<file path="src/cpu_pkg.sv">
`default_nettype none

package cpu_pkg;

    // Instruction layout, low half holds opcode and register fields
    localparam int I_SIZE    = 32;
    localparam int IMM_W     = 16;
    localparam int INSTR_L_W = I_SIZE - IMM_W;

    // Datapath
    localparam int DATA_W    = 16;
    localparam int REGNO     = 8;
    localparam int REGNO_LOG = 3;
    localparam int PC_W      = 8;

    // ALU modes
    localparam int ALU_MODE_W = 2;
    localparam logic [ALU_MODE_W-1:0] ALU_MODE_L_PASS = 2'd0;
    localparam logic [ALU_MODE_W-1:0] ALU_MODE_R_PASS = 2'd1;
    localparam logic [ALU_MODE_W-1:0] ALU_MODE_ADD    = 2'd2;
    localparam logic [ALU_MODE_W-1:0] ALU_MODE_SUB    = 2'd3;

    // Jump code is {is_jump, condition}
    localparam int JUMP_CODE_W = 5;
    localparam logic [JUMP_CODE_W-2:0] JC_ALWAYS = 4'd0;
    localparam logic [JUMP_CODE_W-2:0] JC_Z      = 4'd1;
    localparam logic [JUMP_CODE_W-2:0] JC_NZ     = 4'd2;
    localparam logic [JUMP_CODE_W-2:0] JC_C      = 4'd3;
    localparam logic [JUMP_CODE_W-2:0] JC_NC     = 4'd4;

    // Opcodes
    localparam int OPC_W = 7;
    localparam logic [OPC_W-1:0] OPC_NOP = 7'h00;
    localparam logic [OPC_W-1:0] OPC_MOV = 7'h01;
    localparam logic [OPC_W-1:0] OPC_LDI = 7'h04;
    localparam logic [OPC_W-1:0] OPC_ADD = 7'h07;
    localparam logic [OPC_W-1:0] OPC_ADI = 7'h08;
    localparam logic [OPC_W-1:0] OPC_ADC = 7'h09;
    localparam logic [OPC_W-1:0] OPC_SUB = 7'h0a;
    localparam logic [OPC_W-1:0] OPC_SUC = 7'h0b;
    localparam logic [OPC_W-1:0] OPC_CMP = 7'h0c;
    localparam logic [OPC_W-1:0] OPC_CMI = 7'h0d;
    localparam logic [OPC_W-1:0] OPC_JMP = 7'h0e;

endpackage

`default_nettype wire
</file>
<file path="src/cpu_execute.sv">
`timescale 1ns/1ps
`default_nettype none

module cpu_execute import cpu_pkg::*; (
    input  logic                   i_clk,
    input  logic                   i_rst,
    input  logic                   i_submit,

    input  logic                   i_pc_inc,
    input  logic                   i_pc_ie,
    input  logic                   i_r_bus_imm,
    input  logic [ALU_MODE_W-1:0]  i_alu_mode,
    input  logic                   i_alu_carry_en,
    input  logic                   i_alu_flags_ie,
    input  logic [REGNO_LOG-1:0]   i_l_reg_sel,
    input  logic [REGNO_LOG-1:0]   i_r_reg_sel,
    input  logic [REGNO-1:0]       i_rf_ie,
    input  logic [JUMP_CODE_W-1:0] i_jump_cond_code,
    input  logic [IMM_W-1:0]       i_imm,

    output logic                   o_ready,
    output logic                   o_redirect,
    output logic [PC_W-1:0]        o_target,
    output logic                   o_wb_valid,
    output logic [REGNO_LOG-1:0]   o_wb_reg,
    output logic [DATA_W-1:0]      o_wb_data,
    output logic [1:0]             o_flags
);

    logic [REGNO-1:0]  we;
    logic [DATA_W-1:0] l_data;
    logic [DATA_W-1:0] r_data;
    logic [DATA_W-1:0] r_bus;
    logic [DATA_W-1:0] result;
    logic              alu_carry;
    logic              alu_zero;
    logic              flag_c;
    logic              flag_z;
    logic              cond_met;
    logic              is_jump;

    assign we    = i_submit ? i_rf_ie : '0;
    assign r_bus = i_r_bus_imm ? i_imm : r_data;

    cpu_regfile u_regfile (
        .i_clk    (i_clk),
        .i_rst    (i_rst),
        .i_we     (we),
        .i_wdata  (result),
        .i_l_sel  (i_l_reg_sel),
        .i_r_sel  (i_r_reg_sel),
        .o_l_data (l_data),
        .o_r_data (r_data)
    );

    cpu_alu u_alu (
        .i_mode   (i_alu_mode),
        .i_l      (l_data),
        .i_r      (r_bus),
        .i_carry  (i_alu_carry_en && flag_c),
        .o_result (result),
        .o_carry  (alu_carry),
        .o_zero   (alu_zero)
    );

    always_ff @(posedge i_clk) begin
        if (i_rst) begin
            flag_c <= 1'b0;
            flag_z <= 1'b0;
        end else if (i_submit && i_alu_flags_ie) begin
            flag_c <= alu_carry;
            flag_z <= alu_zero;
        end
    end

    always_comb begin
        case (i_jump_cond_code[JUMP_CODE_W-2:0])
            JC_ALWAYS: cond_met = 1'b1;
            JC_Z:      cond_met = flag_z;
            JC_NZ:     cond_met = !flag_z;
            JC_C:      cond_met = flag_c;
            JC_NC:     cond_met = !flag_c;
            default:   cond_met = 1'b0;
        endcase
    end

    // Jumps do not increment, pc_ie forces a load regardless of condition
    assign is_jump    = i_jump_cond_code[JUMP_CODE_W-1] && !i_pc_inc;
    assign o_redirect = i_submit && (i_pc_ie || (is_jump && cond_met));
    assign o_target   = result[PC_W-1:0];

    always_comb begin
        o_wb_reg = '0;
        for (int i = 0; i < REGNO; i++) begin
            if (i_rf_ie[i]) begin
                o_wb_reg = REGNO_LOG'(i);
            end
        end
    end

    assign o_wb_valid = |we;
    assign o_wb_data  = result;
    assign o_flags    = {flag_c, flag_z};
    assign o_ready    = 1'b1;

endmodule

`default_nettype wire

</file>
<file path="src/cpu_regfile.sv">
`timescale 1ns/1ps
`default_nettype none

module cpu_regfile import cpu_pkg::*; (
    input  logic                 i_clk,
    input  logic                 i_rst,
    input  logic [REGNO-1:0]     i_we,
    input  logic [DATA_W-1:0]    i_wdata,
    input  logic [REGNO_LOG-1:0] i_l_sel,
    input  logic [REGNO_LOG-1:0] i_r_sel,
    output logic [DATA_W-1:0]    o_l_data,
    output logic [DATA_W-1:0]    o_r_data
);

    logic [DATA_W-1:0] regs [REGNO];

    always_ff @(posedge i_clk) begin
        if (i_rst) begin
            for (int i = 0; i < REGNO; i++) begin
                regs[i] <= '0;
            end
        end else begin
            for (int i = 0; i < REGNO; i++) begin
                if (i_we[i]) begin
                    regs[i] <= i_wdata;
                end
            end
        end
    end

    // Combinational reads
    assign o_l_data = regs[i_l_sel];
    assign o_r_data = regs[i_r_sel];

endmodule

`default_nettype wire

</file>
<file path="src/cpu_alu.sv">
`timescale 1ns/1ps
`default_nettype none

module cpu_alu import cpu_pkg::*; (
    input  logic [ALU_MODE_W-1:0] i_mode,
    input  logic [DATA_W-1:0]     i_l,
    input  logic [DATA_W-1:0]     i_r,
    input  logic                  i_carry,
    output logic [DATA_W-1:0]     o_result,
    output logic                  o_carry,
    output logic                  o_zero
);

    logic [DATA_W:0] wide;

    always_comb begin
        wide = '0;
        case (i_mode)
            ALU_MODE_L_PASS: begin
                wide = {1'b0, i_l};
            end
            ALU_MODE_R_PASS: begin
                wide = {1'b0, i_r};
            end
            ALU_MODE_ADD: begin
                wide = {1'b0, i_l} + {1'b0, i_r} + {{DATA_W{1'b0}}, i_carry};
            end
            ALU_MODE_SUB: begin
                // Top bit ends up as the borrow
                wide = {1'b0, i_l} - {1'b0, i_r} - {{DATA_W{1'b0}}, i_carry};
            end
            default: begin
                wide = '0;
            end
        endcase
    end

    assign o_result = wide[DATA_W-1:0];
    assign o_carry  = wide[DATA_W];
    assign o_zero   = (wide[DATA_W-1:0] == '0);

endmodule

`default_nettype wire

</file>
<file path="config.mk">
export PLATFORM = sky130hd
export DESIGN_NAME = cpu_execute
export DESIGN_NICKNAME = d
export VERILOG_FILES = /design/src/cpu_pkg.sv /design/src/cpu_execute.sv /design/src/cpu_regfile.sv /design/src/cpu_alu.sv
export SDC_FILE = /design/constraint.sdc
export NUM_CORES = 1
export LEC_CHECK = 0
export ABC_AREA = 1
export BUFFER_PORTS_ARGS = -buffer_cell sky130_fd_sc_hd__buf_2
export CORE_MARGIN = 1
export CORE_UTILIZATION = 50
export DETAILED_ROUTE_END_ITERATION = 8
export PLACE_DENSITY = 0.68
export SLEW_MARGIN = 20
export SYNTH_ARGS = -nofsm -noshare
export SYNTH_HDL_FRONTEND = slang
export SYNTH_SLANG_ARGS = --single-unit
</file>
<file path="constraint.sdc">
create_clock -name i_clk -period 5.3 [get_ports i_clk]
set_clock_uncertainty 0.1 [all_clocks]
set_input_delay 0.265 -clock i_clk [delete_from_list [all_inputs] [get_ports i_clk]]
set_output_delay 0.265 -clock i_clk [all_outputs]
set_load 0.01 [all_outputs]
</file>
==> results.yml <==
drt:
  drt_iter0_markers: 1000
  drt-pass1-iter-count: 6
  drc_errors: 0
  wirelength_mm: 31.1
  ant_nets: 0
  wl_per_cell_um: 18.7
  vias: 9442
  viasPerCell: 5.69
critical_path:
  crit_fanout: 31
  path_class: "input pin to output pin"
  cp.arrival_ns: 4.27
  startpoint_type: "input pin"
  r2r-end: "u_regfile.regs[7][13]"
  crit_slowest_cell: "inv_2"
  path_cells: "buf_2, inv_2, buf_4, nor2_1, o21ai_0, nand2_1, o21ai_1, inv_1, ha_1, inv_1, ha_1, a21oi_1, o21ai_0, a21oi_1, nand2_1, nand2_1, nand3b_1, nand3_1, nand3_1, buf_2"
  required_ns: 4.93
  regToRegSetupSlack_ns: 1.19
  end_kind: "output pin"
  worstRegToRegCells: 20
  max_stage_delay_ns: 0.38
  r2r_start: "u_regfile.regs[1][8]"
  path_common_cell: "nand2_1"
logic_synthesis:
  yosys_register_bits: 130
  netlist_instances: 1348
  ys_warn_count: 0
  syn-cell-area_um2: 9930
  synth_edf_count: 128
  synth_cell_types: 45
  synth_nets: 1440
  avgSynthCellArea_um2: 7.36
  synth-main-ff-cell: "edfxtp_1"
  synthArstFlopShare: 0
  ys_seq_area_frac: 0.391
cells_and_area:
  drive_gt1_frac: 0.114
  fillers: 1894
  stdcell_count: 1660
  n_antenna_cell: 0
  area_growth_pct: 9.14
  nets: 1475
placement:
  place_congestion: 0.940
  place_inst: 1629
  portBuffers: 75
  dp_hpwl_mm: 22.7
cts:
  h-tree-depth: 4
  cts_inserted_buffers: 17
  cts_hold_buf: 0
  cts_max_path_buffers: 2
  clkLatencyLatePin_ns: 0.43
  cts_resized: 0
  clk_pin_slew_ns: 0.06
  clockRootBuffer: "clkbuf_16"
  cts_tree: "built"
  cts_sinks: 130
  post_cts_buffers: 0
timing:
  drv_slew: 0
  fin_crit_ns: 4.64
  post-route-period-util: 0.875
  timing.fmax_ghz: 0.216
  relSlewSlack: 0.335
  setup_violations: 0
  hold_viol: 0
  worst_slew_pin_slew_ns: 0.994
  rsz0062_at_grt: "false"
  fin_tns_setup_ns: 0
die:
  io_pins: 77
  fp.dieH_um: 143
  die_w_um: 143
  core_um2: 19500
  start_util: 0.510
  rows: 51
  dieArea_um2: 20400
global_routing:
  grt_pass1_wl_mm: 48.0
  grt_antenna_before_repair: 0
  grt_max_degree: 76
  grt_pass1_vias: 8843
  track_usage: 0.315
  grt_overflow: 0
flow_run:
  maxCapViolCount: 0
min_path:
  min_from: "i_alu_flags_ie"
  holdPathEnd: "flag_z"
  hold_depth: 4
  holdCritPathClass: "input pin to flip-flop"
status:
  status: "finished, final reports clean"
power_and_ir_drop:
  p_per_area_nw_per_um2: 325
  cellLeakagePower_nw: 5.02
  peakVddDrop_v: 0.000229
sequential cells by signal, indices dropped and copies added, names as in the netlist:
signal	flops
flag_c	1
flag_z	1
u_regfile.regs	128
kinds of logic after synthesis:
| kind of cell | count (synthesis) | synth area share |
|---|---|---|
| other | 1 | 0.000378 |
| buffers and inverters | 285 | 0.127 |
| AO/OA/AOI/OAI | 343 | 0.190 |
| AND/OR/NAND/NOR | 542 | 0.229 |
| flip-flops | 130 | 0.391 |
| adder cells (fa/ha/maj) | 47 | 0.0623 |
per-layer routing:
metal / routed length (um) / vias up / GRT usage
li1: - / 4532 / -
met1: 12800 / 4374 / 0.408
met2: 15000 / 475 / 0.522
met3: 2410 / 61 / 0.0436
met4: 893 / 0 / 0.147
met5: 0 / - / 0
layout make-up:
cell class	count	area, um^2	share of cell area
multi-input combinational	933	4780	0.442
sequential	130	3880	0.359
inverter	210	788	0.0728
timing repair buffer	91	520	0.0480
clock buffer	19	433	0.0400
tap	265	332	0.0306
clock inverter	12	92.6	0.00855
worst max path at each step:
stage | to | startpoint
after floorplan | u_regfile.regs[5][14] | i_l_reg_sel[1]
after global placement | u_regfile.regs[7][13] | i_r_reg_sel[1]
after detailed placement | u_regfile.regs[6][13] | i_l_reg_sel[0]
after CTS | o_wb_data[13] | i_l_reg_sel[0]
after global routing | o_wb_data[8] | i_r_reg_sel[1]
final | o_wb_data[13] | i_l_reg_sel[0]
cells in the mapped netlist (4+ instances only):
cell,number,area share
inv_1,195,0.074
buf_2,24,0.012
a21oi_1,104,0.052
nand3_2,5,0.0050
buf_4,15,0.011
o211ai_2,4,0.0050
o21ai_1,27,0.014
nand3_1,77,0.039
buf_6,12,0.014
nand3b_1,4,0.0030
inv_2,13,0.0049
nand4_1,15,0.0095
edfxtp_1,128,0.39
clkbuf_1,20,0.0076
nor2_1,191,0.072
o211ai_1,25,0.019
nor3_1,4,0.0020
o21ai_0,156,0.079
nand2_2,8,0.0050
nand2_1,228,0.086
fa_1,4,0.0081
o21ai_2,7,0.0062
ha_1,43,0.054
through the flow:
| stage | power, mW | utilization | hold slack (ns) | area (um^2) | setup WS, ns |
|---|---|---|---|---|---|
| after floorplan | 2.13 | - | 0.367 | 9930 | 2.02 |
| after global placement | 2.45 | 0.530 | 0.390 | 10300 | 0.693 |
| after detailed placement | 2.46 | 0.530 | 0.394 | 10300 | 0.705 |
| after CTS | 3.50 | 0.557 | 0.0805 | 10800 | 0.835 |
| after global routing | 3.71 | 0.557 | 0.0921 | 10800 | 0.500 |
| final | 3.52 | 0.557 | 0.0793 | 10800 | 0.663 |
cell usage in the layout, fill, tap and decap left out, drive strengths merged, types with 3 or more instances in the layout:
master,n
o22ai,3
clkbuf,19
clkinv,8
a21oi,107
o21a,3
nand2,236
ha,43
a21boi,3
o21ai,190
fa,4
nor3,4
a31oi,3
nand4,16
and2,3
nand3b,4
clkinvlp,4
buf,91
nor2,192
nand3,82
edfxtp,128
o21bai,3
o211ai,29
inv,209
where the power goes:
part | total (mW) | leakage (nW) | internal (mW) | switching (mW)
clock | 1.06 | 0.243 | 0.632 | 0.431
combinational | 1.17 | 3.41 | 0.362 | 0.811
sequential | 1.29 | 1.37 | 1.25 | 0.0429
worst max-delay path, delay by kind of cell:
kind                       cells  cell delay, ns
buffers and inverters          6            1.37
AOI/OAI and AO/OA              5            1.11
and+or+nand+nor                7            0.86
adders and majority gates      2            0.64
(Power assumes the default switching activity.)
