### config.mk
export PLATFORM = sky130hd
export DESIGN_NAME = cpu_decode
export DESIGN_NICKNAME = d
export VERILOG_FILES = /design/src/cpu_pkg.sv /design/src/cpu_decode.sv
export SDC_FILE = /design/constraint.sdc
export NUM_CORES = 1
export LEC_CHECK = 0
export ABC_CLOCK_PERIOD_IN_PS = 4380
export BUFFER_PORTS_ARGS = -buffer_cell sky130_fd_sc_hd__buf_2
export CAP_MARGIN = 10
export CORE_UTILIZATION = 30
export DETAILED_ROUTE_END_ITERATION = 12
export SLEW_MARGIN = 20
export SYNTH_ARGS = -nofsm -noshare
export SYNTH_HDL_FRONTEND = slang
export SYNTH_SLANG_ARGS = --single-unit
export TNS_END_PERCENT = 20
### constraint.sdc
create_clock -name i_clk -period 4.38 [get_ports i_clk]
set_input_delay 0.657 -clock i_clk [delete_from_list [all_inputs] [get_ports i_clk]]
set_output_delay 0.657 -clock i_clk [all_outputs]
set_load 0.02 [all_outputs]
### src/cpu_pkg.sv
`default_nettype none

package cpu_pkg;

    // Instruction layout, low half holds opcode and register fields
    localparam int I_SIZE    = 32;
    localparam int IMM_W     = 16;
    localparam int INSTR_L_W = I_SIZE - IMM_W;

    // Datapath
    localparam int DATA_W    = 16;
    localparam int REGNO     = 8;
    localparam int REGNO_LOG = 3;
    localparam int PC_W      = 8;

    // ALU modes
    localparam int ALU_MODE_W = 2;
    localparam logic [ALU_MODE_W-1:0] ALU_MODE_L_PASS = 2'd0;
    localparam logic [ALU_MODE_W-1:0] ALU_MODE_R_PASS = 2'd1;
    localparam logic [ALU_MODE_W-1:0] ALU_MODE_ADD    = 2'd2;
    localparam logic [ALU_MODE_W-1:0] ALU_MODE_SUB    = 2'd3;

    // Jump code is {is_jump, condition}
    localparam int JUMP_CODE_W = 5;
    localparam logic [JUMP_CODE_W-2:0] JC_ALWAYS = 4'd0;
    localparam logic [JUMP_CODE_W-2:0] JC_Z      = 4'd1;
    localparam logic [JUMP_CODE_W-2:0] JC_NZ     = 4'd2;
    localparam logic [JUMP_CODE_W-2:0] JC_C      = 4'd3;
    localparam logic [JUMP_CODE_W-2:0] JC_NC     = 4'd4;

    // Opcodes
    localparam int OPC_W = 7;
    localparam logic [OPC_W-1:0] OPC_NOP = 7'h00;
    localparam logic [OPC_W-1:0] OPC_MOV = 7'h01;
    localparam logic [OPC_W-1:0] OPC_LDI = 7'h04;
    localparam logic [OPC_W-1:0] OPC_ADD = 7'h07;
    localparam logic [OPC_W-1:0] OPC_ADI = 7'h08;
    localparam logic [OPC_W-1:0] OPC_ADC = 7'h09;
    localparam logic [OPC_W-1:0] OPC_SUB = 7'h0a;
    localparam logic [OPC_W-1:0] OPC_SUC = 7'h0b;
    localparam logic [OPC_W-1:0] OPC_CMP = 7'h0c;
    localparam logic [OPC_W-1:0] OPC_CMI = 7'h0d;
    localparam logic [OPC_W-1:0] OPC_JMP = 7'h0e;

endpackage

`default_nettype wire
### src/cpu_decode.sv
`timescale 1ns/1ps
`default_nettype none

module cpu_decode import cpu_pkg::*; (
    input  logic                   i_clk,
    input  logic                   i_rst,
    input  logic                   i_flush,

    input  logic [INSTR_L_W-1:0]   i_instr_l,
    input  logic [IMM_W-1:0]       i_imm_pass,
    output logic [IMM_W-1:0]       o_imm_pass,

    input  logic                   i_next_ready,
    input  logic                   i_submit,
    output logic                   o_ready,
    output logic                   o_submit,

    output logic                   oc_pc_inc,
    output logic                   oc_pc_ie,
    output logic                   oc_r_bus_imm,
    output logic [ALU_MODE_W-1:0]  oc_alu_mode,
    output logic                   oc_alu_carry_en,
    output logic                   oc_alu_flags_ie,
    output logic [REGNO_LOG-1:0]   oc_l_reg_sel,
    output logic [REGNO_LOG-1:0]   oc_r_reg_sel,
    output logic [REGNO-1:0]       oc_rf_ie,
    output logic [JUMP_CODE_W-1:0] oc_jump_cond_code
);

    logic                   buf_valid;
    logic [INSTR_L_W-1:0]   buf_instr_l;
    logic [IMM_W-1:0]       buf_imm;
    logic                   take_in;
    logic                   have_item;
    logic                   issue;
    logic [INSTR_L_W-1:0]   instr;
    logic [OPC_W-1:0]       opcode;
    logic [REGNO_LOG-1:0]   reg_dst;
    logic [REGNO_LOG-1:0]   reg_st;
    logic [REGNO_LOG-1:0]   reg_nd;

    logic                   c_pc_inc;
    logic                   c_pc_ie;
    logic                   c_r_bus_imm;
    logic [ALU_MODE_W-1:0]  c_alu_mode;
    logic                   c_alu_carry_en;
    logic                   c_alu_flags_ie;
    logic [REGNO_LOG-1:0]   c_l_reg_sel;
    logic [REGNO_LOG-1:0]   c_r_reg_sel;
    logic [REGNO-1:0]       c_rf_ie;
    logic [JUMP_CODE_W-1:0] c_jump_cond_code;

    assign take_in   = i_submit && o_ready;
    assign have_item = buf_valid || take_in;
    assign issue     = have_item && i_next_ready;

    // Buffered item goes first
    assign instr   = buf_valid ? buf_instr_l : i_instr_l;
    assign opcode  = instr[6:0];
    assign reg_dst = instr[9:7];
    assign reg_st  = instr[12:10];
    assign reg_nd  = instr[15:13];

    always_comb begin
        c_pc_inc         = 1'b1;
        c_pc_ie          = 1'b0;
        c_r_bus_imm      = 1'b0;
        c_alu_carry_en   = 1'b0;
        c_alu_flags_ie   = 1'b0;
        c_rf_ie          = '0;
        c_alu_mode       = ALU_MODE_L_PASS;
        c_l_reg_sel      = '0;
        c_r_reg_sel      = '0;
        c_jump_cond_code = '0;

        case (opcode)
            OPC_MOV: begin
                c_l_reg_sel      = reg_st;
                c_rf_ie[reg_dst] = 1'b1;
            end
            OPC_LDI: begin
                c_alu_mode       = ALU_MODE_R_PASS;
                c_r_bus_imm      = 1'b1;
                c_rf_ie[reg_dst] = 1'b1;
            end
            OPC_ADD, OPC_ADC: begin
                c_alu_mode       = ALU_MODE_ADD;
                c_l_reg_sel      = reg_st;
                c_r_reg_sel      = reg_nd;
                c_alu_carry_en   = (opcode == OPC_ADC);
                c_rf_ie[reg_dst] = 1'b1;
                c_alu_flags_ie   = 1'b1;
            end
            OPC_ADI: begin
                c_alu_mode       = ALU_MODE_ADD;
                c_l_reg_sel      = reg_st;
                c_r_bus_imm      = 1'b1;
                c_rf_ie[reg_dst] = 1'b1;
                c_alu_flags_ie   = 1'b1;
            end
            OPC_SUB: begin
                c_alu_mode       = ALU_MODE_SUB;
                c_l_reg_sel      = reg_st;
                c_r_reg_sel      = reg_nd;
                c_rf_ie[reg_dst] = 1'b1;
                c_alu_flags_ie   = 1'b1;
            end
            OPC_SUC: begin
                // Subtract immediate with borrow, flags only
                c_alu_mode       = ALU_MODE_SUB;
                c_l_reg_sel      = reg_st;
                c_r_reg_sel      = reg_nd;
                c_r_bus_imm      = 1'b1;
                c_alu_carry_en   = 1'b1;
                c_alu_flags_ie   = 1'b1;
            end
            OPC_CMP, OPC_CMI: begin
                c_alu_mode       = ALU_MODE_SUB;
                c_l_reg_sel      = reg_st;
                c_r_reg_sel      = reg_nd;
                c_r_bus_imm      = (opcode == OPC_CMI);
                c_alu_flags_ie   = 1'b1;
            end
            OPC_JMP: begin
                // Condition is resolved in execute against the live flags
                c_pc_inc         = 1'b0;
                c_alu_mode       = ALU_MODE_R_PASS;
                c_r_bus_imm      = 1'b1;
                c_jump_cond_code = {1'b1, instr[10:7]};
            end
            default: begin
            end
        endcase
    end

    always_ff @(posedge i_clk) begin
        if (i_rst || i_flush) begin
            o_submit  <= 1'b0;
            o_ready   <= 1'b1;
            buf_valid <= 1'b0;
        end else begin
            o_submit  <= issue;
            // Hold the item and stop the upstream until execute takes it
            buf_valid <= have_item && !i_next_ready;
            o_ready   <= !(have_item && !i_next_ready);
        end
    end

    always_ff @(posedge i_clk) begin
        if (take_in) begin
            buf_instr_l <= i_instr_l;
            buf_imm     <= i_imm_pass;
        end
        if (issue) begin
            o_imm_pass        <= buf_valid ? buf_imm : i_imm_pass;
            oc_pc_inc         <= c_pc_inc;
            oc_pc_ie          <= c_pc_ie;
            oc_r_bus_imm      <= c_r_bus_imm;
            oc_alu_mode       <= c_alu_mode;
            oc_alu_carry_en   <= c_alu_carry_en;
            oc_alu_flags_ie   <= c_alu_flags_ie;
            oc_l_reg_sel      <= c_l_reg_sel;
            oc_r_reg_sel      <= c_r_reg_sel;
            oc_rf_ie          <= c_rf_ie;
            oc_jump_cond_code <= c_jump_cond_code;
        end
    end

endmodule

`default_nettype wire

==> metrics, run 1 <==
status finished clean; clock share of power 0.373; CP Data Required Time around 4500 ps; Fin. Hold Viols 0; Routed WL between 6000 and 7000 µm; # resized after CTS 0; Synth Cell Area ~0.003 mm²; Final min period between 2000 and 3000 ps; clock-pin slew on the worst setup and hold paths 80 ps; NetSw about 360 µW; Netlist cell types 39; Hold WC Path Type in2reg; syn_area_per_cell 16.4 µm²; Die Span Y 103 µm; footprint of the multi-input gates between 700 and 800 µm²; crit start category flop; CTS tree yes; Sw Ratio 0.227; row count 36; vias per inst 4.57; Sink Count between 70 and 80; Cells after DPL 394; Sequential Power Share 0.541; DP HPWL 4230 µm; vias around 1.9k; Core ar. between 0.009 and 0.01 mm²; CTS Root Cell clkbuf_8; final setup vio count 0; unrepaired setup endpoints after global routing false; post-CTS setup buffers 0; aggregate global routing overflow 0; Mapped Cells 188; pwr dens about 400 mW/mm²; clock buffer depth 2; GR peak layer met2; nets in the synthesized netlist about 230; logic gate share of total power 0.086; met3 Use GR 0.0417; Setup Crit Path Kind reg2reg; Filler cells 930; DRT iter0 DRCs 84; number of port buffers between 70 and 80; gr usage total 0.121; clk_lat worst skew 340 ps; Slew @ Worst Pin approximately 860 ps; GP Congestion approximately 0.77; routed len/inst about 15 µm; register area share after synthesis 0.732; antenna cells 0; Syn-to-layout area delta 25.5%; setup slack after layout between 1500 and 2000 ps; Worst Setup End Kind flop; Reg area between 0.002 and 0.0025 mm²; GRT met1 Usage 0.150; Warnings, synthesis 0; FFs w/ async S/R, synth 0; first-pass GRT wire length ~9000 µm; Synth Flop Type edfxtp_1; share of cells above drive strength 1 0.453; Die X between 100 and 150 µm; Final nets 310; VDD IR max roughly 0.18 mV; pin count of the biggest net entering global routing 43; hold_buf cts 0; pre-CTS WS 1570 ps; I/O pin cnt a little over 80; die area roughly 0.011 mm²; leakage 0.00143 µW; Slew HR 0.418; Initial Utilization 0.312; number of global-route vias before repair between 1.5k and 2k; Final Instance Count excl. Fillers roughly 410; Max-cap violations 0; Post-synth EDFFs 73; initial antenna violation count 0; final worst-path cycle share 0.600; Pwr Total about 1600 µW; Critical Path Fanout Max 27; Synth Register Bits 76; CTS Buf Count 9; Post-DRT Antenna Nets 0; TNS Setup 0 ps; Initial DRT Pass Iterations 4; Internal Power between 1000 and 1500 µW; final slew viol count 0; FMAX ~380 MHz; WP data arrival about 2700 ps; H-Tree Depth 3; Remaining DRCs 0; met2 usage in global routing 0.196; Worst Skew 7.41 ps
==> critical path, cell delays in order, from the launching register on <==
cell	delay [ps]
dfxtp_2	630
buf_4	420
mux2i_1	440
o21ai_0	150
o22ai_1	570
nor3_1	130
==> flip-flops by register name (all words and copies together) (netlist names), 2 cells and up <==
name,cells
oc_rf_ie,8
oc_jump_cond_code,5
o_imm_pass,16
oc_r_reg_sel,3
buf_instr_l,16
oc_l_reg_sel,3
oc_alu_mode,2
buf_imm,16
==> worst paths after layout <==
check,startpoint,slack [ps],end,depth (start not counted)
hold reg to reg,buf_imm[15],550,o_imm_pass[15],1
setup / recovery,buf_valid,1750,oc_rf_ie[4],5
setup reg to reg,buf_valid,1750,oc_rf_ie[4],5
hold / removal,i_rst,490,o_submit,2
==> power groups by stage <==
stage	logic, µW	clock network (µW)	registers (µW)
3_5_place_dp	133	0	863
3_3_place_gp	131	0	863
2_1_floorplan	61.4	0	881
4_1_cts	133	596	847
6_report	135	582	846
5_1_grt	148	627	850
==> kinds of logic (layout without fill, tap and decap cells) <==
logic type	Yosys count	after routing	synth area share
mux	32	32	0.113
buf+inv	12	102	0.0199
simple gates	47	47	0.0830
other cells	1	1	0.00122
xor+xnor	1	1	0.00732
flops	76	76	0.732
compound gates	19	19	0.0435
==> routing by layer <==
metal,vias up,part of all wire
li1,903,-
met1,896,0.44
met2,72,0.49
met3,6,0.060
met4,0,0.0097
met5,-,0
==> cell usage after synthesis (all sizes together) (2+ instances only) <==
cell type	n	area (µm²)
edfxtp	73	2190
dfxtp	3	60.1
o22ai	2	12.5
inv	4	15.0
nor3b	4	30.0
o31ai	2	15.0
a22oi	2	15.0
nor3	13	65.1
mux2	22	248
nand2	10	37.5
nor4	2	12.5
o21ai	4	20.0
nor2	9	41.3
a21oi	3	18.8
mux2i	10	100
buf	7	42.5
==> layout make-up <==
cell class,instances,share of cell area
sequential,76,0.584
multi-input combinational,100,0.200
timing repair buffer,82,0.113
tap,133,0.0431
clock buffer,10,0.0331
clock inverter,6,0.0230
inverter,4,0.00389
==> stage by stage <==
step / utilization / area (µm²) / hold slack, ps
after CTS: 0.389 / 3830 / 470
after detailed placement: 0.367 / 3620 / 531
final: 0.391 / 3860 / 488
after global placement: 0.367 / 3620 / 530
after global routing: 0.391 / 3860 / 468
after floorplan: - / 3080 / 523
==> placed cells by master (no fill, tap or decap), drive strengths merged, types with 4 or more instances in the layout <==
cell type and instances:
inv 4, edfxtp 73, clkbuf 10, o21ai 4
mux2i 10, nand2 10, mux2 22, buf 82
nor3b 4, nor3 13, nor2 9
Note: power is estimated with default switching activity, not from simulation.
==> run 2, diff against run 1 <==
--- a/config.mk
+++ b/config.mk
@@ -5,7 +5,8 @@
 export SDC_FILE = /design/constraint.sdc
 export NUM_CORES = 1
 export LEC_CHECK = 0
-export ABC_CLOCK_PERIOD_IN_PS = 4380
+export ABC_AREA = 1
+export ABC_CLOCK_PERIOD_IN_PS = 2300
 export BUFFER_PORTS_ARGS = -buffer_cell sky130_fd_sc_hd__buf_2
 export CAP_MARGIN = 10
 export CORE_UTILIZATION = 30
==> constraint.sdc (replaced) <==
create_clock -name i_clk -period 2.3 [get_ports i_clk]
set_input_delay 0.345 -clock i_clk [delete_from_list [all_inputs] [get_ports i_clk]]
set_output_delay 0.345 -clock i_clk [all_outputs]
set_load 0.02 [all_outputs]
==> metrics, run 2 <==
most frequent cells in the layout nand2_1, buf_2, edfxtp_1, nor2_1, inv_1 (was buf_2, edfxtp_1, mux2_2, nor3_1); Worst Skew 11.9 ps (was 7.41 ps); synth top area cells edfxtp_1, nand2_1, nor2_1 (was edfxtp_1, mux2_2, mux2i_1); Worst Setup End Kind flop (unchanged); mux cell area share after synthesis 0.00988 (was 0.113); aggregate global routing overflow 0 (unchanged); H-Tree Depth 3 (unchanged); Reg area 0.00225 mm² (about the same); Largest regs buf_imm x16, buf_instr_l x16, o_imm_pass x16 (unchanged); Sink Count 76 (unchanged); Mapped Cells 250 (was 188); Filler cells 1002 (was 930); FMAX 569 MHz (was 380 MHz); Remaining DRCs 0 (unchanged); top-count cell post-synth nand2_1 (was edfxtp_1); final setup vio count 0 (unchanged); Cells after DPL 461 (was 394); Post-synth EDFFs 73 (unchanged); Synth Flop Type edfxtp_1 (unchanged); # resized after CTS 0 (unchanged); Setup Crit Path Kind reg2reg (unchanged); FFs w/ async S/R, synth 0 (unchanged); Initial DRT Pass Iterations 4 (unchanged); Internal Power 2050 µW (was 1210 µW); logic gate share of total power 0.089 (was 0.086); Netlist cell types 27 (was 39); routed len/inst 12.1 µm (was 14.8 µm); Worst R2R End oc_r_reg_sel[1] (was oc_rf_ie[4]); TNS Setup 0 ps (unchanged); Post-DRT Antenna Nets 0 (unchanged); Final Instance Count excl. Fillers 477 (was 411); die area 0.0105 mm² (was 0.0107 mm²); Sequential Power Share 0.602 (was 0.541); final slew viol count 0 (unchanged); pin count of the biggest net entering global routing 42 (was 43); clock share of power 0.310 (was 0.373); pwr dens 709 mW/mm² (was 405 mW/mm²); Fin. Hold Viols 0 (unchanged); Routed WL 5750 µm (was 6090 µm); Syn-to-layout area delta 24.0% (was 25.5%); Die Span Y 103 µm (about the same); reg-to-reg startpoint buf_valid (unchanged); clock buffer depth 2 (unchanged); status finished clean (unchanged); top post-synthesis cells by count nand2_1, edfxtp_1, nor2_1 (was edfxtp_1, mux2_2, nor3_1); Slew HR 0.638 (was 0.418); Max-cap violations 0 (unchanged); vias per inst 4.16 (was 4.57); first-pass GRT wire length 9110 µm (was 9230 µm); DRT iter0 DRCs 60 (was 84); Synth top area share 0.721 (was 0.712); leakage 0.00163 µW (was 0.00143 µW); Critical Path Sink oc_r_reg_sel[1] (was oc_rf_ie[4]); nets in the synthesized netlist 287 (was 225); I/O pin cnt 81 (unchanged); CTS Root Cell clkbuf_8 (unchanged); final worst-path cycle share 0.765 (was 0.600); Final nets 376 (was 310); post-CTS setup buffers 0 (unchanged); register area share after synthesis 0.741 (was 0.732); CTS Buf Count 9 (unchanged); NetSw 624 µW (was 355 µW); Synth Area in Simple Gates 0.195 (was 0.0830); initial antenna violation count 0 (unchanged); largest family of logic cells by synthesized area simple AND/OR/NAND/NOR gates (was multiplexers); gr usage total 0.119 (was 0.121); clk_lat worst skew 340 ps (about the same); Core ar. 0.00982 mm² (was 0.00986 mm²); number of port buffers 79 (unchanged); number of global-route vias before repair 1955 (was 1780); CTS tree yes (unchanged); WP data arrival 1850 ps (was 2700 ps); VDD IR max 0.270 mV (was 0.176 mV); worst reg2reg setup slack 540 ps (was 1750 ps); DP HPWL 4100 µm (was 4230 µm); post-synthesis compound-gate area fraction 0.0185 (was 0.0435); clock-pin slew on the worst setup and hold paths 80 ps (about the same); area leader, netlist edfxtp_1 (unchanged); Slew @ Worst Pin 543 ps (was 862 ps); Adder-Cell Fraction of Synth Area 0 (unchanged); Sw Ratio 0.234 (was 0.227); vias 1986 (was 1877); XOR/XNOR Fraction of Synth Area 0 (was 0.00732); hold_buf cts 0 (unchanged); unrepaired setup endpoints after global routing false (unchanged); share of cells above drive strength 1 0.337 (was 0.453); Initial Utilization 0.310 (was 0.312); footprint of the multi-input gates 692 µm² (was 772 µm²); Final min period 1760 ps (was 2630 ps); Critical Path Fanout Max 14 (was 27); Synth Register Bits 76 (unchanged); Critical path origin buf_valid (unchanged); Die X 103 µm (about the same); antenna cells 0 (unchanged); syn_area_per_cell 12.2 µm² (was 16.4 µm²); Hold WC Path Type in2reg (unchanged); worst-case reg-to-reg path depth 8 (was 5); GP Congestion 0.732 (was 0.768); CP Data Required Time 2390 ps (was 4450 ps); crit start category flop (unchanged); Synth Cell Area 0.00304 mm² (was 0.00308 mm²); Warnings, synthesis 0 (unchanged); row count 36 (unchanged)
[run 2: cell types whose count changed after synthesis, sizes merged, moves of 6 or more]
cell   before  now
mux2       22    0
mux2i      10    3
inv         4   18
nand2      10   84
nor2        9   38
nand3       1    7
nor3       13    0
[run 2: cells by family (layout without fill, tap and decap cells)]
logic type / Yosys count / in the layout
mux: 3 / 3
other cells: 1 / 1
flops: 76 / 76
buf+inv: 25 / 119
compound gates: 9 / 9
simple gates: 136 / 136
[run 2: metrics by stage]
stage | total power (µW) | setup WS [ps] | hold WS (ps) | util | instance area, µm²
floorplan | 1780 | 196 | 429 | - | 3050
global placement | 1880 | 567 | 501 | 0.369 | 3620
detailed placement | 1880 | 549 | 507 | 0.369 | 3620
CTS | 2720 | 530 | 161 | 0.384 | 3770
global route | 2800 | 329 | 170 | 0.384 | 3770
finish | 2670 | 541 | 186 | 0.384 | 3770
[run 2: layout make-up]
class,count,area share
Inverter,19,0.0199
Sequential cell,76,0.597
Clock inverter,4,0.00431
Tap cell,133,0.0441
Multi-Input combinational cell,149,0.184
Timing Repair Buffer,84,0.115
Clock buffer,12,0.0358
[run 2: power by group through the flow]
stage	clock, µW	sequential (µW)	combinational (µW)
global placement	0	1640	239
detailed placement	0	1640	241
global route	921	1610	265
finish	828	1610	236
floorplan	0	1680	104
CTS	868	1610	241
[run 2: worst max-delay path, cell delays in order, from the launching register on]
cell and delay (ps):
dfxtp_1 400, buf_4 250, nand2_1 90, nand2_2 110
inv_1 90, nor2_2 180, nor2_1 70, nor2_1 230
a21oi_1 80
[run 2: metal layers]
| layer | vias up | global-route usage | share of wire |
|---|---|---|---|
| met1 | 904 | 0.146 | 0.46 |
| met5 | - | 0 | 0 |
| li1 | 1007 | - | - |
| met3 | 11 | 0.0319 | 0.055 |
| met4 | 0 | 0.0813 | 0.026 |
| met2 | 64 | 0.184 | 0.46 |
[run 2: worst min-delay path by stage]
stage                       from              to  slack [ps]  cells past startpoint
global placement      buf_imm[2]   o_imm_pass[2]         500                      2
CTS                 i_instr_l[5]  buf_instr_l[5]         160                      1
floorplan           i_next_ready       buf_valid         430                      1
global route        i_instr_l[5]  buf_instr_l[5]         170                      1
detailed placement    buf_imm[6]   o_imm_pass[6]         510                      2
finish              i_instr_l[5]  buf_instr_l[5]         190                      1
==> run 3, diff against run 2 <==
--- a/config.mk
+++ b/config.mk
@@ -6,7 +6,7 @@
 export NUM_CORES = 1
 export LEC_CHECK = 0
 export ABC_AREA = 1
-export ABC_CLOCK_PERIOD_IN_PS = 2300
+export ABC_CLOCK_PERIOD_IN_PS = 1800
 export BUFFER_PORTS_ARGS = -buffer_cell sky130_fd_sc_hd__buf_2
 export CAP_MARGIN = 10
 export CORE_UTILIZATION = 30
==> constraint.sdc (replaced) <==
create_clock -name i_clk -period 1.8 [get_ports i_clk]
set_input_delay 0.27 -clock i_clk [delete_from_list [all_inputs] [get_ports i_clk]]
set_output_delay 0.27 -clock i_clk [all_outputs]
set_load 0.02 [all_outputs]
==> metrics, run 3 (synthesis gave the netlist of run 2 again) <==
status finished clean (unchanged); H-Tree Depth 3 (unchanged); Worst Setup End Kind flop (unchanged); final worst-path cycle share 0.889 (was 0.765); CTS Root Cell clkbuf_8 (unchanged); CP Data Required Time 1880 ps (was 2390 ps); die area 0.0105 mm² (unchanged); Syn-to-layout area delta 28.5% (was 24.0%); Routed WL 5770 µm (was 5750 µm); CTS tree yes (unchanged); row count 36 (unchanged); DRT iter0 DRCs 32 (was 60); leakage 0.00169 µW (was 0.00163 µW); share of cells above drive strength 1 0.367 (was 0.337); number of global-route vias before repair 1975 (was 1955); Initial Utilization 0.310 (unchanged); most frequent cells in the layout buf_2, nand2_1, edfxtp_1, nor2_1, inv_1 (was nand2_1, buf_2, edfxtp_1, nor2_1, inv_1); initial antenna violation count 0 (unchanged); routed len/inst 12.0 µm (was 12.1 µm); I/O pin cnt 81 (unchanged); antenna cells 0 (unchanged); aggregate global routing overflow 0 (unchanged); Filler cells 983 (was 1002); clock buffer depth 2 (unchanged); setup slack after layout 199 ps (was 541 ps); Hold WC Path Type in2reg (unchanged); pin count of the biggest net entering global routing 42 (unchanged); vias per inst 4.17 (was 4.16); CTS Buf Count 9 (unchanged); Critical Path Fanout Max 7 (was 14); pwr dens 999 mW/mm² (was 709 mW/mm²); FMAX 625 MHz (was 569 MHz); Max-cap violations 0 (unchanged); Post-DRT Antenna Nets 0 (unchanged); Layout Utilization 0.398 (was 0.384); Worst Skew 7.99 ps (was 11.9 ps); Final Instance Count excl. Fillers 479 (was 477); crit start category flop (unchanged); Fin. Hold Viols 0 (unchanged); number of port buffers 79 (unchanged); DP HPWL 4140 µm (was 4100 µm); vias 1997 (was 1986); hold_buf cts 0 (unchanged); Final nets 378 (was 376); most common cell after layout, fill and taps aside buf_2; Die X 103 µm (unchanged); Cells after DPL 463 (was 461); pre-CTS WS 171 ps (was 549 ps); VDD IR max 0.425 mV (was 0.270 mV); Sink Count 76 (unchanged); first-pass GRT wire length 9370 µm (was 9110 µm); Core ar. 0.00982 mm² (unchanged); gr usage total 0.121 (was 0.119); final setup vio count 0 (unchanged); final slew viol count 0 (unchanged); WP data arrival 1680 ps (was 1850 ps); unrepaired setup endpoints after global routing false (unchanged); Remaining DRCs 0 (unchanged); Largest regs buf_imm x16, buf_instr_l x16, o_imm_pass x16 (unchanged); Setup Crit Path Kind reg2reg (unchanged); Initial DRT Pass Iterations 4 (unchanged); clock-pin slew on the worst setup and hold paths 80 ps (about the same); Die Span Y 103 µm (unchanged); GP Congestion 0.772 (was 0.732); clk_lat worst skew 340 ps (about the same); Final min period 1600 ps (was 1760 ps)
run 3: repair_timing:
item	4_1_cts	5_1_grt
buffers inserted	0	0
gates resized for setup	0	1
setup endpoints to repair	0	2
run 3: final timing paths:
path / slack, ps / from / depth (start not counted) / to
setup / recovery: 200 / buf_valid / 8 / oc_l_reg_sel[0]
hold / removal: 120 / i_next_ready / 2 / buf_valid
setup reg to reg: 200 / buf_valid / 8 / oc_l_reg_sel[0]
hold reg to reg: 520 / buf_imm[11] / 2 / o_imm_pass[11]
run 3: cell type report:
class | instances | area, µm² | area share
flip-flops and latches | 76 | 2260 | 0.577
multi-input cells | 149 | 709 | 0.182
repair buffers | 86 | 460 | 0.118
well taps | 133 | 166 | 0.0426
clock buffers | 10 | 128 | 0.0327
clock inverters | 6 | 113 | 0.0288
inverters | 19 | 75.1 | 0.0192
run 3: stage by stage:
step / instance area, µm² / setup TNS [ps] / hold slack (ps) / power, µW
floorplan: 3070 / -4850 / 354 / 2280
global placement: 3660 / 0 / 462 / 2400
finish: 3910 / 0 / 116 / 3900
global route: 3910 / 0 / 94.7 / 4070
detailed placement: 3660 / 0 / 464 / 2410
CTS: 3910 / 0 / 97.2 / 3950
run 3: worst max-delay path: stages, from the launching register on:
cell and delay [ps]:
dfxtp_1 370, buf_4 160, nand2_1 70, nand2_2 140
inv_1 70, nand4_1 190, nand3_2 110, nor2_2 180
nor2_1 60
run 3: metal layers:
layer,share of wire,wire [µm],GRT usage
met1,0.47,2710,0.152
met2,0.46,2670,0.197
met3,0.052,300,0.0292
met4,0.016,95,0.0549
met5,0,0,0
run 3: where the power goes:
group	switching [µW]	internal [µW]	total, µW
logic	209	103	312
registers	20.1	2030	2050
clock network	614	924	1540
total	843	3060	3900
